--- config.mk ---
export PLATFORM = sky130hd
export DESIGN_NAME = layerCtrlRegs
export DESIGN_NICKNAME = d
export VERILOG_FILES = /design/src/verilog/videoPkg.sv /design/src/verilog/cpuBusPkg.sv /design/src/verilog/layerCtrlRegs.sv
export SDC_FILE = /design/constraint.sdc
export NUM_CORES = 1
export LEC_CHECK = 0
export BUFFER_PORTS_ARGS = -buffer_cell sky130_fd_sc_hd__buf_2
export CAP_MARGIN = 25
export CORE_ASPECT_RATIO = 0.7
export CORE_UTILIZATION = 50
export DETAILED_ROUTE_END_ITERATION = 6
export GPL_TIMING_DRIVEN = 0
export PLACE_DENSITY_LB_ADDON = 0.08
export SLEW_MARGIN = 20
export SYNTH_ARGS = -nofsm -noshare
export SYNTH_HDL_FRONTEND = slang
export SYNTH_SLANG_ARGS = --single-unit
--- constraint.sdc ---
create_clock -name CLK_6M -period 5.69 [get_ports CLK_6M]
set_input_delay 0.8535 -clock CLK_6M [delete_from_list [all_inputs] [get_ports CLK_6M]]
set_output_delay 0.8535 -clock CLK_6M [all_outputs]
set_load 0.02 [all_outputs]
--- src/verilog/videoPkg.sv ---
package videoPkg;

	////////////////////////////////////////////////////////////
	// screen and tilemap geometry
	////////////////////////////////////////////////////////////

	// two scroll layers, slot selected by hCount bit 1
	localparam int LAYER_COUNT = 2;
	// both layers share one 8k byte tilemap RAM
	localparam int TILE_RAM_DEPTH = 8192;

	// pixel and line counters
	typedef logic [8:0] hCountT;
	typedef logic [8:0] vCountT;

	// per-layer scroll offsets, vertical wraps at 256 lines
	typedef logic [8:0] hScrollT;
	typedef logic [7:0] vScrollT;
	typedef logic [2:0] priorityT;

	// {layer, row[4:0], column[5:0], byte}
	typedef logic [12:0] tileRamAddrT;
	typedef logic [7:0] tileIndexT;
	typedef logic [1:0] tileAttrT;
	// {attr[1:0], index[7:0], tileRow[2:0], nibble}
	typedef logic [13:0] gfxAddrT;

	////////////////////////////////////////////////////////////
	// pipeline structs
	////////////////////////////////////////////////////////////

	typedef struct packed {
		hScrollT hScroll;
		vScrollT vScroll;
	} layerScrollT;

	// stage 1 to stage 2, row and nibble ride along for the ROM address
	typedef struct packed {
		logic        valid;
		tileRamAddrT addr;
		logic [2:0]  tileRow;
		logic        nibble;
	} ramReqT;

	typedef struct packed {
		logic    valid;
		logic    layer;
		gfxAddrT addr;
	} gfxOutT;

endpackage

--- src/verilog/cpuBusPkg.sv ---
package cpuBusPkg;
	import videoPkg::*;

	// APB3, 14 bit byte address, 8 bit data
	typedef logic [13:0] apbAddrT;
	typedef logic [7:0] apbDataT;

	typedef struct packed {
		logic    psel;
		logic    penable;
		logic    pwrite;
		apbAddrT paddr;
		apbDataT pwdata;
	} apbReqT;

	typedef struct packed {
		apbDataT prdata;
		logic    pready;
		logic    pslverr;
	} apbRspT;

	// register offsets in paddr[1:0], paddr[2] picks the layer
	localparam logic [1:0] REG_HSCROLL_LO = 2'd0;
	localparam logic [1:0] REG_HSCROLL_HI_PRI = 2'd1;
	localparam logic [1:0] REG_VSCROLL = 2'd2;
	// tilemap RAM window, upper half of the space
	localparam apbAddrT TILE_RAM_BASE = 14'h2000;

	// CPU side port of the tilemap RAM
	typedef struct packed {
		logic        en;
		logic        we;
		tileRamAddrT addr;
		logic [7:0]  wdata;
	} cpuRamAccessT;

endpackage

--- src/verilog/layerCtrlRegs.sv ---
`timescale 1ns/1ps

module layerCtrlRegs
	import videoPkg::*;
	import cpuBusPkg::*;
(
	input  logic                         CLK_6M,
	input  logic                         rst,
	input  apbReqT                       apbReq,
	output apbRspT                       apbRsp,
	output layerScrollT [LAYER_COUNT-1:0] scroll,
	output priorityT [LAYER_COUNT-1:0]    layerPriority,
	output cpuRamAccessT                 cpuRam,
	input  logic [7:0]                   cpuRamRdata
);

	logic       access;
	logic       isRam;
	logic       regHit;
	logic [1:0] regOff;
	logic       regLayer;
	apbDataT    regRdata;

	////////////////////////////////////////////////////////////
	// address decode
	////////////////////////////////////////////////////////////

	// access phase, completes in the same cycle
	assign access = apbReq.psel && apbReq.penable;
	assign isRam = apbReq.paddr >= TILE_RAM_BASE;
	assign regOff = apbReq.paddr[1:0];
	assign regLayer = apbReq.paddr[2];

	// only offsets 0..2 of each layer block exist
	assign regHit = !isRam && (apbReq.paddr[12:3] == '0) &&
		(regOff == REG_HSCROLL_LO || regOff == REG_HSCROLL_HI_PRI ||
		regOff == REG_VSCROLL);

	////////////////////////////////////////////////////////////
	// scroll and priority registers
	////////////////////////////////////////////////////////////

	always_ff @(posedge CLK_6M) begin
		if (rst) begin
			scroll <= '0;
			layerPriority <= '0;
		end else if (access && apbReq.pwrite && regHit) begin
			case (regOff)
				REG_HSCROLL_LO: scroll[regLayer].hScroll[7:0] <= apbReq.pwdata;
				REG_HSCROLL_HI_PRI: begin
					// bit 0 is hScroll msb, bits 3:1 priority
					scroll[regLayer].hScroll[8] <= apbReq.pwdata[0];
					layerPriority[regLayer] <= apbReq.pwdata[3:1];
				end
				REG_VSCROLL: scroll[regLayer].vScroll <= apbReq.pwdata;
				default: ;
			endcase
		end
	end

	// register readback
	always_comb begin
		regRdata = '0;
		case (regOff)
			REG_HSCROLL_LO: regRdata = scroll[regLayer].hScroll[7:0];
			REG_HSCROLL_HI_PRI: regRdata = {4'b0, layerPriority[regLayer],
				scroll[regLayer].hScroll[8]};
			REG_VSCROLL: regRdata = scroll[regLayer].vScroll;
			default: regRdata = '0;
		endcase
	end

	////////////////////////////////////////////////////////////
	// bus response and tile RAM forwarding
	////////////////////////////////////////////////////////////

	// RAM read data comes from the combinational CPU port
	assign apbRsp.prdata = !access ? '0 : (isRam ? cpuRamRdata : regRdata);
	// no wait states
	assign apbRsp.pready = 1'b1;
	// unmapped register, write dropped above
	assign apbRsp.pslverr = access && !isRam && !regHit;

	// window offset is just the low 13 bits
	assign cpuRam.en = access && isRam;
	assign cpuRam.we = apbReq.pwrite;
	assign cpuRam.addr = tileRamAddrT'(apbReq.paddr[12:0]);
	assign cpuRam.wdata = apbReq.pwdata;

endmodule

# After elaboration in Yosys (flattened, before gate mapping)
# Cells that the tools add are included.
word_totals:
  register_bits: 40
  inputBits: 35
  out_inout_bits: 73
  word_cells: 49
op_classes:
  n_lt_le_gt_ge: 3
  eq_ne: 2
  muxes: 20
  reduce_logical: 18
ops:
  columns: ["op", "count"]
  rows:
  - ["$bwmux W34", 3]
  - ["$pmux W34 S3", 1]
  - ["$demux W17 S1", 3]
  - ["$mux W17", 3]
  - ["$mux W8", 3]
  - ["$pmux W8 S3", 1]
  - ["$mux W16", 1]
  - ["$ge A14 B14 Y1 const B", 1]
  - ["$logic_not A10 Y1", 1]
  - ["$logic_and A1 B1 Y1", 9]
  - ["$mux W3", 3]
  - ["$bwmux W6", 1]
  - ["$reduce_and A2 Y1", 2]
  - ["$demux W3 S1", 1]
  - ["$reduce_bool A3 Y1", 1]
  - ["$eq A2 B1 Y1 const B", 1]
  - ["$eq A2 B2 Y1 const B", 1]
  - ["$logic_not A1 Y1", 2]
  - ["$logic_not A2 Y1", 1]
  - ["$logic_or A1 B1 Y1", 2]
  - ["$lt A1 B2 Y1 const B", 1]
  - ["$ge A1 B1 Y1 const B", 1]

# Logic depth before layout (Yosys ltp)
# Gate-level depths: netlist (run 1).
logic_depth:
  depth_word: 6
  ltp_mapped: 7
  ltp_nobuf: 6

# Worst setup path before layout (run 1)
# Ideal clock, no wire load.
synth_timing:
  path_kind: "input to output"
  start: "in apbReq[9] in the netlist's numbering"
  end: "out apbRsp[4] in the netlist's numbering"
  arrival_time_ns: 2.204
  t_required_ns: 4.837
  setup_slack_ns: 2.632
  cell_stages: 7
  n_path_buf: 1
  cell_sequence: "inv_1 -> ha_1 -> clkbuf_1 -> a22oi_1 -> a21oi_1 -> a21oi_1 -> o22ai_1"
synth_rtl:
  columns: ["item", "line", "text"]
  rows:
  - ["from (decl)", "layerCtrlRegs.sv:9", "input apbReqT apbReq,"]
  - ["to (decl)", "layerCtrlRegs.sv:10", "output apbRspT apbRsp,"]

==> results.md, run 1 <==
* Number of antenna violations at the first check in global routing at 0
* R2R Path End: scroll[9]
* Post-route antenna net violation count at 0
* Clock buffer count from CTS at 5
* Num ports at ~110
* TritonCTS clock tree: done
* Post-Syn Nets at ~290
* Largest stage delay on the critical path at 0.47 ns
* Setup Viol. Count Final at 0
* Drt via density at roughly 5.7
* Cell count of the worst reg-to-reg path at 2
* Horizontal die dimension at slightly above 80 um
* R2r setup slk at around 5 ns
* Combinational power share at ~18%
* Total of flip-flops plus latches after synthesis at 40
* Distinct cells, synth at 34
* Wire length of the first global-routing pass at 9.701 mm
* ANT cells at 0
* Kind of launch point of the worst setup path: input pin
* Net Sw Power at between 0.15 and 0.2 mW
* Fraction of registers with async set or reset after synthesis at 0%
* Worst EP arrival at about 2.7 ns
* Element type at the critical path end: output port
* Total of buffers placed on input and output ports at between 100 and 150
* Die H at 58.47 um
* Area Growth Syn to Fin at 29.89%
* Standby leakage power at roughly 1.4 nW
* Power density normalized to cell area at 189.4 nW/um^2
* Number of nets at the end of the flow at between 400 and 500
* Post-Synthesis Cell Area at between 2000 and 2500 sq um
* Cell-by-cell trace of the critical path: buf_2, clkbuf_1, clkbuf_1, a221oi_1, a21oi_1, a21oi_1, o22ai_1, buf_2
* Max-cap violations at 0
* Initial core utilization at approximately 52%
* Max-slew violation total from the final report at 0
* Launching point of the worst reg2reg path: scroll[9]
* Total negative slack for setup checks at 0 ns
* Setup repair after global routing missed its margin: false
* Headroom to the max-slew limit at between 60% and 70%
* Non-filler cells, final at 420
* Hold path startpoint: scroll[22]
* Sinks on Clock Net at 40
* IR Drop Worst-Case VDD at 0.1461 mV
* RD Place Congestion at between 0.8 and 0.9
* Int Pwr at ~0.4 mW
* Wire per inst at 15.31 um
* Count of buffers added by post-CTS timing repair for setup at 0
* Proportion of power drawn by flip-flops and latches at 49.9%
* Depth of the worst hold-timing path at 2
* Hold WS at roughly 0.49 ns
* Crit path max fanout at 10
* Half-perimeter wire length after placement at slightly above 5 mm
* Highest-delay cell along the critical path: sky130_fd_sc_hd__clkbuf_1
* Net Sw Frac at between 20% and 30%
* Clk pwr share at about a third
* Total core area at 4354 sq um
* GRT Util Overall at between 20% and 30%
* Total wire length at 6.429 mm
* Deepest level of the CTS H-tree at 2
* Sequential cell area at 800.8 sq um
* Clock slew at the register clock pins of the worst setup and hold paths at ~0.070 ns
* Most area-hungry cell type in the Yosys netlist: sky130_fd_sc_hd__dfxtp_1
* Count of standard-cell rows at 20
* Number of hold-repair buffers added at the cts stage at 0
* Slew at the pin with the worst max-slew slack at between 0.5 and 0.6 ns
* Via count at 2,384
* Number of global-route vias before repair at 1,950
* Critical path type: in -> out
* Max Root-Sink Buffers at 2
* Average cell area after synthesis at roughly 9 sq um
* Dominant cells by area after synthesis: sky130_fd_sc_hd__dfxtp_1, sky130_fd_sc_hd__o32ai_1, sky130_fd_sc_hd__buf_4
* Violation count after the first detailed-route iteration at around 170
* End-of-flow core utilization at 67.93%
* Worst Hold Path EP: scroll[22]
* Clk_lat worst skew at slightly below 0.3 ns
* Data required time of the critical path at slightly below 5 ns
* Final critical-path share of the clock period at ~62%
* Length of the first detailed-routing pass in iterations at 5
* Path category of the worst min-delay check: reg -> reg
* Post-route clock skew at 0 ns
* Global route total overflow at 0
* Post-synth top flop: sky130_fd_sc_hd__dfxtp_1
* Final Total Pwr at approximately 0.56 mW
* EDFF count, synth at 0
* Fraction of final layout cells with drive strength greater than 1 at a little over two fifths
* Cell count after placement at 413
* Yosys warns at 0
* Final Critical Period at roughly 3.5 ns
* Pin count of the biggest net entering global routing at 13
* Area share of the largest cell type after synthesis at 35.16%
* Post-cts sizing count at 0
* Multi-input gate area at ~1200 sq um
* Total of fill cells in the finished design at between 300 and 400
* Highest clock rate at roughly 280 MHz
* CTS root buf: sky130_fd_sc_hd__clkbuf_8
* Number of hold violations in the final report at 0
* Total die area at between 4000 and 5000 sq um
* Residual DRC at 0
* Number of standard cells after synthesis at 252
* Status: complete, no violations
* Share of the yosys chip area belonging to registers at about a third
worst max path at each step:
stage,startpoint,end,slack (ns),depth (start not counted)
floorplan,apbReq[9],apbRsp[4],2.63,7
global placement,apbReq[10],apbRsp[3],2.22,8
detailed placement,apbReq[10],apbRsp[3],2.19,8
CTS,apbReq[10],apbRsp[3],2.19,8
global route,apbReq[10],apbRsp[3],1.98,8
finish,apbReq[10],apbRsp[3],2.15,8
cell usage after synthesis (2+ instances only):
library cell                n
sky130_fd_sc_hd__ha_1       4
sky130_fd_sc_hd__a221oi_1   4
sky130_fd_sc_hd__buf_4     23
sky130_fd_sc_hd__nand2b_1  16
sky130_fd_sc_hd__o32ai_1   22
sky130_fd_sc_hd__nor2_1     8
sky130_fd_sc_hd__nor4_2     2
sky130_fd_sc_hd__mux2_2     8
sky130_fd_sc_hd__o22ai_1    4
sky130_fd_sc_hd__mux2i_1    6
sky130_fd_sc_hd__nand2_1   13
sky130_fd_sc_hd__nand4_1    2
sky130_fd_sc_hd__nor4b_4    2
sky130_fd_sc_hd__a21oi_1   10
sky130_fd_sc_hd__nor3b_1    3
sky130_fd_sc_hd__nand3_1    5
sky130_fd_sc_hd__a22oi_1    8
sky130_fd_sc_hd__clkbuf_1  11
sky130_fd_sc_hd__a22o_1    14
sky130_fd_sc_hd__nor2b_1    4
sky130_fd_sc_hd__o21ai_0    6
sky130_fd_sc_hd__dfxtp_1   40
sky130_fd_sc_hd__or4_4      3
sky130_fd_sc_hd__inv_1     24
logic make-up after synthesis:
kind of cell	share of synthesized area [%]
multiplexers	6.594
adder cells (fa/ha/maj)	2.198
AND/OR/NAND/NOR	18.35
buffers and inverters	13.35
flip-flops	35.16
other	0.1647
AO/OA/AOI/OAI	24.18
worst max-delay path, delay by kind of cell:
kind                   cells  cell delay, ns
buffers and inverters      4            1.28
AO/OA/AOI/OAI              4            0.55
power groups by stage:
stage / Combinational, mW / Sequential (mW) / Clock [mW]
final: 0.0989 / 0.280 / 0.182
after global routing: 0.107 / 0.280 / 0.194
after CTS: 0.0979 / 0.280 / 0.185
after detailed placement: 0.0976 / 0.286 / 0
after global placement: 0.0962 / 0.286 / 0
after floorplan: 0.0601 / 0.286 / 0
sequential cells by signal, indices dropped and copies added (netlist names):
| signal | cells |
|---|---|
| layerPriority | 6 |
| scroll | 34 |
cell usage in the layout, fill, tap and decap left out, types with 2 or more instances in the layout:
cell,count
sky130_fd_sc_hd__nand3_1,5
sky130_fd_sc_hd__dfxtp_1,40
sky130_fd_sc_hd__or4_4,3
sky130_fd_sc_hd__a221oi_1,4
sky130_fd_sc_hd__a22o_1,14
sky130_fd_sc_hd__nor2_1,8
sky130_fd_sc_hd__nand2_1,13
sky130_fd_sc_hd__a21oi_1,10
sky130_fd_sc_hd__nor4_2,2
sky130_fd_sc_hd__nand4_1,2
sky130_fd_sc_hd__nor2b_1,4
sky130_fd_sc_hd__o21ai_0,6
sky130_fd_sc_hd__a22oi_1,8
sky130_fd_sc_hd__nor3b_1,3
sky130_fd_sc_hd__o32ai_1,22
sky130_fd_sc_hd__nand2b_1,16
sky130_fd_sc_hd__o22ai_1,4
sky130_fd_sc_hd__buf_4,23
sky130_fd_sc_hd__buf_2,106
sky130_fd_sc_hd__mux2_2,8
sky130_fd_sc_hd__clkbuf_1,11
sky130_fd_sc_hd__inv_1,24
sky130_fd_sc_hd__nor4b_4,2
sky130_fd_sc_hd__ha_1,4
sky130_fd_sc_hd__mux2i_1,6
sky130_fd_sc_hd__clkbuf_8,5
area by class of cell:
cell class                 instances  area share, %
multi-input combinational        154          39.64
sequential                        40          27.07
timing repair buffer             106          17.94
buffer                            34          7.233
inverter                          24          3.046
clock buffer                       5          2.327
tap                               55          2.327
clock inverter                     2         0.4230
layer usage:
layer	wire length (um)	GRT usage (%)	vias to the layer above
met1	2916	39.87	1121
li1	-	-	1134
met5	0	0	-
met3	621	7.752	8
met2	2853	39.58	121
met4	36	5.665	0
metrics by stage:
stage,cell area [sq um],setup slack [ns]
after floorplan,2277,2.632
after global placement,2877,2.217
after detailed placement,2877,2.192
after CTS,2958,2.194
after global routing,2958,1.978
final,2958,2.146
Note: power is estimated with default switching activity, not from simulation.
==> inputs of run 2 (changes only) <==
Settings changed: CORE_UTILIZATION 50 to 42.
Clock period 5.69 ns to 3.2 ns, I/O delays scaled along.
==> run 2 against run 1 <==
Compared with the run above:
- cell area grew 2.1%
- non-clock buffer count is the same
- setup slack lost 1.7 ns
- count of clock-buffer cells in the layout grew 1
- critical endpoint is now apbRsp[4]
==> results.md, run 2 (synthesis gave the netlist of run 1 again) <==
* Registers with the most flip-flops: scroll (34), layerPriority (6)
* Path category of the worst min-delay check: in -> reg
* Max-slew violation total from the final report at 0 (unchanged)
* Length of the first detailed-routing pass in iterations at 5 (unchanged)
* Wire length of the first global-routing pass at 10.61 mm (+9.4%)
* Element type at the critical path end: output port
* Clk_lat worst skew at 0.29 ns (about the same)
* Count of buffers added by post-CTS timing repair for setup at 0 (unchanged)
* Total core area at 5230 sq um (+20%)
* Power density normalized to cell area at 371.7 nW/um^2 (+96%)
* Max FFs per register at 34 (unchanged)
* Non-filler cells, final at 438 (+4.3%)
* GRT Util Overall at 23.92% (-3.3 points)
* Slew at the pin with the worst max-slew slack at 0.5872 ns (+0.02506 ns)
* Post-route antenna net violation count at 0 (unchanged)
* Half-perimeter wire length after placement at 5.276 mm (+4.8%)
* Commonest non-fill, non-tap cell in the layout: sky130_fd_sc_hd__buf_2
* Wire per inst at 15.66 um (+2.3%)
* Status: complete, no violations
* Number of nets at the end of the flow at 404 (unchanged)
* IR Drop Worst-Case VDD at 0.3130 mV (+110%)
* Hold WS at 0.4356 ns (-0.05587 ns)
* Met2 routed WL at 2.921 mm (+2.4%)
* Standby leakage power at 1.382 nW (+1.6%)
* Final critical-path share of the clock period at roughly 87%
* Headroom to the max-slew limit at 60.85% (-1.7 points)
* Commonest non-fill, non-tap cells in the layout: sky130_fd_sc_hd__buf_2, sky130_fd_sc_hd__dfxtp_1, sky130_fd_sc_hd__inv_1
* Initial core utilization at 43.54% (-8.8 points)
* Depth of the worst hold-timing path at 2 (unchanged)
* Total die area at 5725 sq um (+18%)
* Net Sw Power at 0.3004 mW (+89%)
* Max Root-Sink Buffers at 2 (unchanged)
* Met1 wire length at 3.365 mm (+15%)
* Horizontal die dimension at 90.01 um (+8.9%)
* Number of antenna violations at the first check in global routing at 0 (unchanged)
* TritonCTS clock tree: done
* Kind of launch point of the worst setup path: input pin
* Max-cap violations at 0 (unchanged)
* Die H at 63.61 um (+8.8%)
* Cell count of the worst reg-to-reg path at 2 (unchanged)
* Clock buffer count from CTS at 5 (unchanged)
* Post-cts sizing count at 0 (unchanged)
* Number of global-route vias before repair at 2,052 (+5.2%)
* Amount of wire on met3 after detailed routing at 517 um (-17%)
* Register with the highest flop count: scroll
* RD Place Congestion at 0.8795 (+2.9%)
* Combinational power share at 15.8% (-1.8 points)
* Drt via density at 5.374 (-5.3%)
* Final Critical Period at between 2 and 3 ns
* Residual DRC at 0 (unchanged)
* Int Pwr at 0.8217 mW (+100%)
* Cell count after placement at 430 (+4.1%)
* Violation count after the first detailed-route iteration at 121 (-27%)
* Total negative slack for setup checks at 0 ns (unchanged)
* Global route total overflow at 0 (unchanged)
* Setup repair after global routing missed its margin: false
* Highest clock rate at roughly 360 MHz
* Clk pwr share at 39.9% (+7.5 points)
* Via count at 2,354 (-1.3%)
* Clock slew at the register clock pins of the worst setup and hold paths at 0.08 ns (about the same)
* Pin count of the biggest net entering global routing at 14 (+1)
* Crit path max fanout at 10 (unchanged)
* Num ports at 108 (unchanged)
* Deepest level of the CTS H-tree at 2 (unchanged)
* Area Growth Syn to Fin at 32.58%
* Post-route clock skew at 0 ns (unchanged)
* Number of hold violations in the final report at 0 (unchanged)
* Fraction of final layout cells with drive strength greater than 1 at 42.08% (+0.16 points)
* Critical path type: in -> out
* CTS root buf: sky130_fd_sc_hd__clkbuf_8
* Count of standard-cell rows at 22 (+10%)
* ANT cells at 0 (unchanged)
* Number of hold-repair buffers added at the cts stage at 0 (unchanged)
* Proportion of power drawn by flip-flops and latches at 44.3% (-5.6 points)
* Data required time of the critical path at 2.72 ns (-2.12 ns)
* Total of buffers placed on input and output ports at 106 (unchanged)
* Topmost layer with routed signal wires: met4
* Total wire length at 6.861 mm (+6.7%)
* Sinks on Clock Net at 40 (unchanged)
* Net Sw Frac at 26.77% (-1.5 points)
* Setup Viol. Count Final at 0 (unchanged)
* Worst EP arrival at 2.30 ns (-0.39 ns)
## run 2: cell types whose count changed in the layout (fill, tap and decap cells not counted)
cell	previous run	this run
sky130_fd_sc_hd__bufinv_16	0	1
sky130_fd_sc_hd__clkbuf_8	5	6
sky130_fd_sc_hd__clkinv_2	1	0
sky130_fd_sc_hd__clkinv_4	0	1
sky130_fd_sc_hd__clkinvlp_4	1	0
## run 2: layout make-up
cell class                 count  area [sq um]
sequential                    40         800.8
fill                         513          2211
multi-input combinational    154          1172
clock inverter                 2         38.79
timing repair buffer         106         530.5
clock buffer                   6         82.58
buffer                        34         214.0
inverter                      24         90.09
tap                           72         90.09
## run 2: final timing paths
| kind | startpoint | to | slack [ns] |
|---|---|---|---|
| max | apbReq[10] | apbRsp[4] | 0.42 |
| min | apbReq[7] | scroll[32] | 0.44 |
| max reg2reg | scroll[19] | scroll[19] | 2.43 |
| min reg2reg | scroll[3] | scroll[3] | 0.50 |
## run 2: critical path, cell delays in order
cell                       delay (ns)
sky130_fd_sc_hd__buf_2           0.17
sky130_fd_sc_hd__clkbuf_1        0.48
sky130_fd_sc_hd__clkbuf_1        0.44
sky130_fd_sc_hd__a221oi_1        0.14
sky130_fd_sc_hd__a21oi_1         0.19
sky130_fd_sc_hd__a21oi_1         0.06
sky130_fd_sc_hd__o22ai_1         0.14
sky130_fd_sc_hd__buf_2           0.19
## run 2: power by group through the flow
stage	clock network, mW	logic (mW)	registers, mW
floorplan	0	0.107	0.509
global placement	0	0.174	0.509
detailed placement	0	0.175	0.509
CTS	0.454	0.176	0.497
global route	0.485	0.189	0.497
finish	0.448	0.177	0.497
## run 2: routing by layer
metal	vias up	track usage [%]
met3	7	5.072
met5	-	0
met2	107	34.83
li1	1133	-
met4	0	7.460
met1	1107	34.93
## run 2: through the flow
step	instance area, sq um	utilization (%)	worst slack, ns	power [mW]
detailed placement	2898	55.41	0.4699	0.6842
floorplan	2277	-	0.8892	0.6158
finish	3019	57.73	0.4210	1.122
global placement	2898	55.41	0.4667	0.6827
global route	3019	57.73	0.2854	1.172
CTS	3019	57.73	0.4622	1.127
==> inputs of run 3 (changes only) <==
Settings changed: CELL_PAD_IN_SITES_DETAIL_PLACEMENT set to 0, CELL_PAD_IN_SITES_GLOBAL_PLACEMENT set to 2, CORE_UTILIZATION 42 to 23.
==> run 3 against run 2 <==
Compared with the run above:
- register-to-register slack got worse by 0.05 ns
- via count down 2.0%
- power up 13%
- setup slack got worse by 0.18 ns
- count of clock-buffer cells in the layout decreased by 1
- clock skew stayed put
- non-clock buffer count unchanged
- combinational power rose by 3%
- sequential cell count unchanged
- first-iteration DRC count grew 0.83%
- critical path type unchanged
- critical endpoint unchanged
- largest cell class unchanged
- highest routed layer unchanged
==> results.md, run 3 (synthesis gave the netlist of run 1 again) <==
* Hold WS at 0.4689 ns (+0.03327 ns)
* Largest stage delay on the critical path at 0.48 ns (about the same)
* Pin count of the biggest net entering global routing at 15 (+1)
* Fraction of final layout cells with drive strength greater than 1 at 42.08% (unchanged)
* RD Place Congestion at 0.7389 (-16%)
* Count of standard-cell rows at 29 (+32%)
* Hold path startpoint: apbReq[4]
* Residual DRC at 0 (unchanged)
* Topmost layer with routed signal wires: met4
* Number of global-route vias before repair at 2,179 (+6.2%)
* Total wire length at 8.314 mm (+21%)
* Setup repair after global routing missed its margin: false
* Status: complete, no violations
* CTS root buf: sky130_fd_sc_hd__clkbuf_16
* Critical path type: in -> out
* Depth of the worst hold-timing path at 2 (unchanged)
* Initial core utilization at 24.42% (-19 points)
* Commonest non-fill, non-tap cell in the layout: sky130_fd_sc_hd__buf_2
* Number of hold-repair buffers added at the cts stage at 0 (unchanged)
* Clock buffer count from CTS at 5 (unchanged)
* Highest-delay cell along the critical path: sky130_fd_sc_hd__clkbuf_1
* ANT cells at 0 (unchanged)
* Num ports at 108 (unchanged)
* Total negative slack for setup checks at 0 ns (unchanged)
* Standby leakage power at 1.401 nW (+1.4%)
* TritonCTS clock tree: done
* Area Growth Syn to Fin at 37.64%
* Launching point of the worst reg2reg path: scroll[24]
* Crit path max fanout at 10 (unchanged)
* Number of hold violations in the final report at 0 (unchanged)
* Element type at the critical path end: output port
* Launching element of the worst setup path: apbReq[10]
* Length of the first detailed-routing pass in iterations at 4 (-1)
* Global route total overflow at 0 (unchanged)
* Met2 routed WL at 3.461 mm (+18%)
* Max-slew violation total from the final report at 0 (unchanged)
* Clk_lat worst skew at 0.29 ns (about the same)
* Commonest non-fill, non-tap cells in the layout: sky130_fd_sc_hd__buf_2, sky130_fd_sc_hd__dfxtp_1, sky130_fd_sc_hd__inv_1
* Highest clock rate at 337.8 MHz (-6.1%)
* Horizontal die dimension at 120.9 um (+34%)
* Met1 wire length at 4.281 mm (+27%)
* Clock slew at the register clock pins of the worst setup and hold paths at 0.06 ns (-0.02 ns)
* Final Total Pwr at 1.266 mW (+13%)
* Max Root-Sink Buffers at 2 (unchanged)
* Amount of wire on met3 after detailed routing at 515 um (-0.39%)
* Post-cts sizing count at 0 (unchanged)
* Deepest level of the CTS H-tree at 2 (unchanged)
* Number of antenna violations at the first check in global routing at 0 (unchanged)
* Half-perimeter wire length after placement at 6.599 mm (+25%)
* Sinks on Clock Net at 40 (unchanged)
* Count of buffers added by post-CTS timing repair for setup at 0 (unchanged)
* Wire per inst at 16.97 um (+8.3%)
* Kind of launch point of the worst setup path: input pin
* IR Drop Worst-Case VDD at 0.1580 mV (-50%)
* Total die area at 10,310 sq um (+80%)
* Register with the highest flop count: scroll
* Violation count after the first detailed-route iteration at 122 (+0.83%)
* Total of fill cells in the finished design at 988 (+93%)
* Total core area at 9325 sq um (+78%)
* Data required time of the critical path at 2.72 ns (about the same)
* Path category of the worst min-delay check: in -> reg
* Total of buffers placed on input and output ports at 106 (unchanged)
* Cell count of the worst reg-to-reg path at 2 (unchanged)
* Wire length of the first global-routing pass at 12.44 mm (+17%)
* Final Critical Period at 2.960 ns (+0.1809 ns)
* Final critical-path share of the clock period at 92.50% (+5.7 points)
* Drt via density at 4.708 (-12%)
* Headroom to the max-slew limit at 60.31% (-0.54 points)
* GRT Util Overall at 16.22% (-7.7 points)
* Worst EP arrival at 2.48 ns (+0.18 ns)
* Die H at 85.25 um (+34%)
* Post-route clock skew at 0 ns (unchanged)
* Cell-by-cell trace of the critical path: buf_2, clkbuf_1, clkbuf_1, a221oi_1, a21oi_1, a21oi_1, o22ai_1, buf_2
* Setup Viol. Count Final at 0 (unchanged)
* Cell count after placement at 482 (+12%)
* Via count at 2,307 (-2.0%)
* Max-cap violations at 0 (unchanged)
* Number of nets at the end of the flow at 404 (unchanged)
* Max FFs per register at 34 (unchanged)
* Post-route antenna net violation count at 0 (unchanged)
* Slew at the pin with the worst max-slew slack at 0.5953 ns (+0.008059 ns)
* Power density normalized to cell area at 403.8 nW/um^2 (+8.7%)
* Non-filler cells, final at 490 (+12%)
* Registers with the most flip-flops: scroll (34), layerPriority (6)
-- run 3: metrics by stage --
stage	util (%)	instance area, sq um	setup slack (ns)
after floorplan	-	2277	0.8892
after global placement	31.77	2963	0.2242
after detailed placement	31.77	2963	0.2359
after CTS	33.61	3134	0.2383
after global routing	33.61	3134	0.03797
final	33.61	3134	0.2401
-- run 3: final timing paths --
kind                                          to  slack (ns)
worst max register to register        scroll[24]        2.38
worst max-delay path                   apbRsp[4]        0.24
worst min register to register  layerPriority[3]        0.49
worst min-delay path                  scroll[29]        0.47
-- run 3: worst max-delay path: cells and delay by family --
| kind | cells | cell delay (ns) |
|---|---|---|
| buffers and inverters | 4 | 1.33 |
| AO/OA/AOI/OAI | 4 | 0.66 |
-- run 3: power by group --
group	internal [mW]	leakage, nW	switching, mW	total (mW)
Combinational	0.0694	0.999	0.113	0.182
Clock	0.371	0.0804	0.215	0.585
Sequential	0.498	0.322	0.00000303	0.498
-- run 3: layout make-up --
class | instances | area (sq um) | area share (%)
Multi-Input combinational cell | 154 | 1172 | 37.41
Sequential cell | 40 | 800.8 | 25.55
Timing Repair Buffer | 106 | 530.5 | 16.93
Buffer | 34 | 214.0 | 6.826
Tap cell | 124 | 155.1 | 4.950
Clock buffer | 5 | 125.1 | 3.992
Inverter | 24 | 90.09 | 2.874
Clock inverter | 3 | 46.29 | 1.477
-- run 3: metal layers --
metal	vias up	GRT usage [%]
met1	1083	24.52
met2	79	22.70
met5	-	0
met3	7	4.032
met4	0	3.367
li1	1138	-
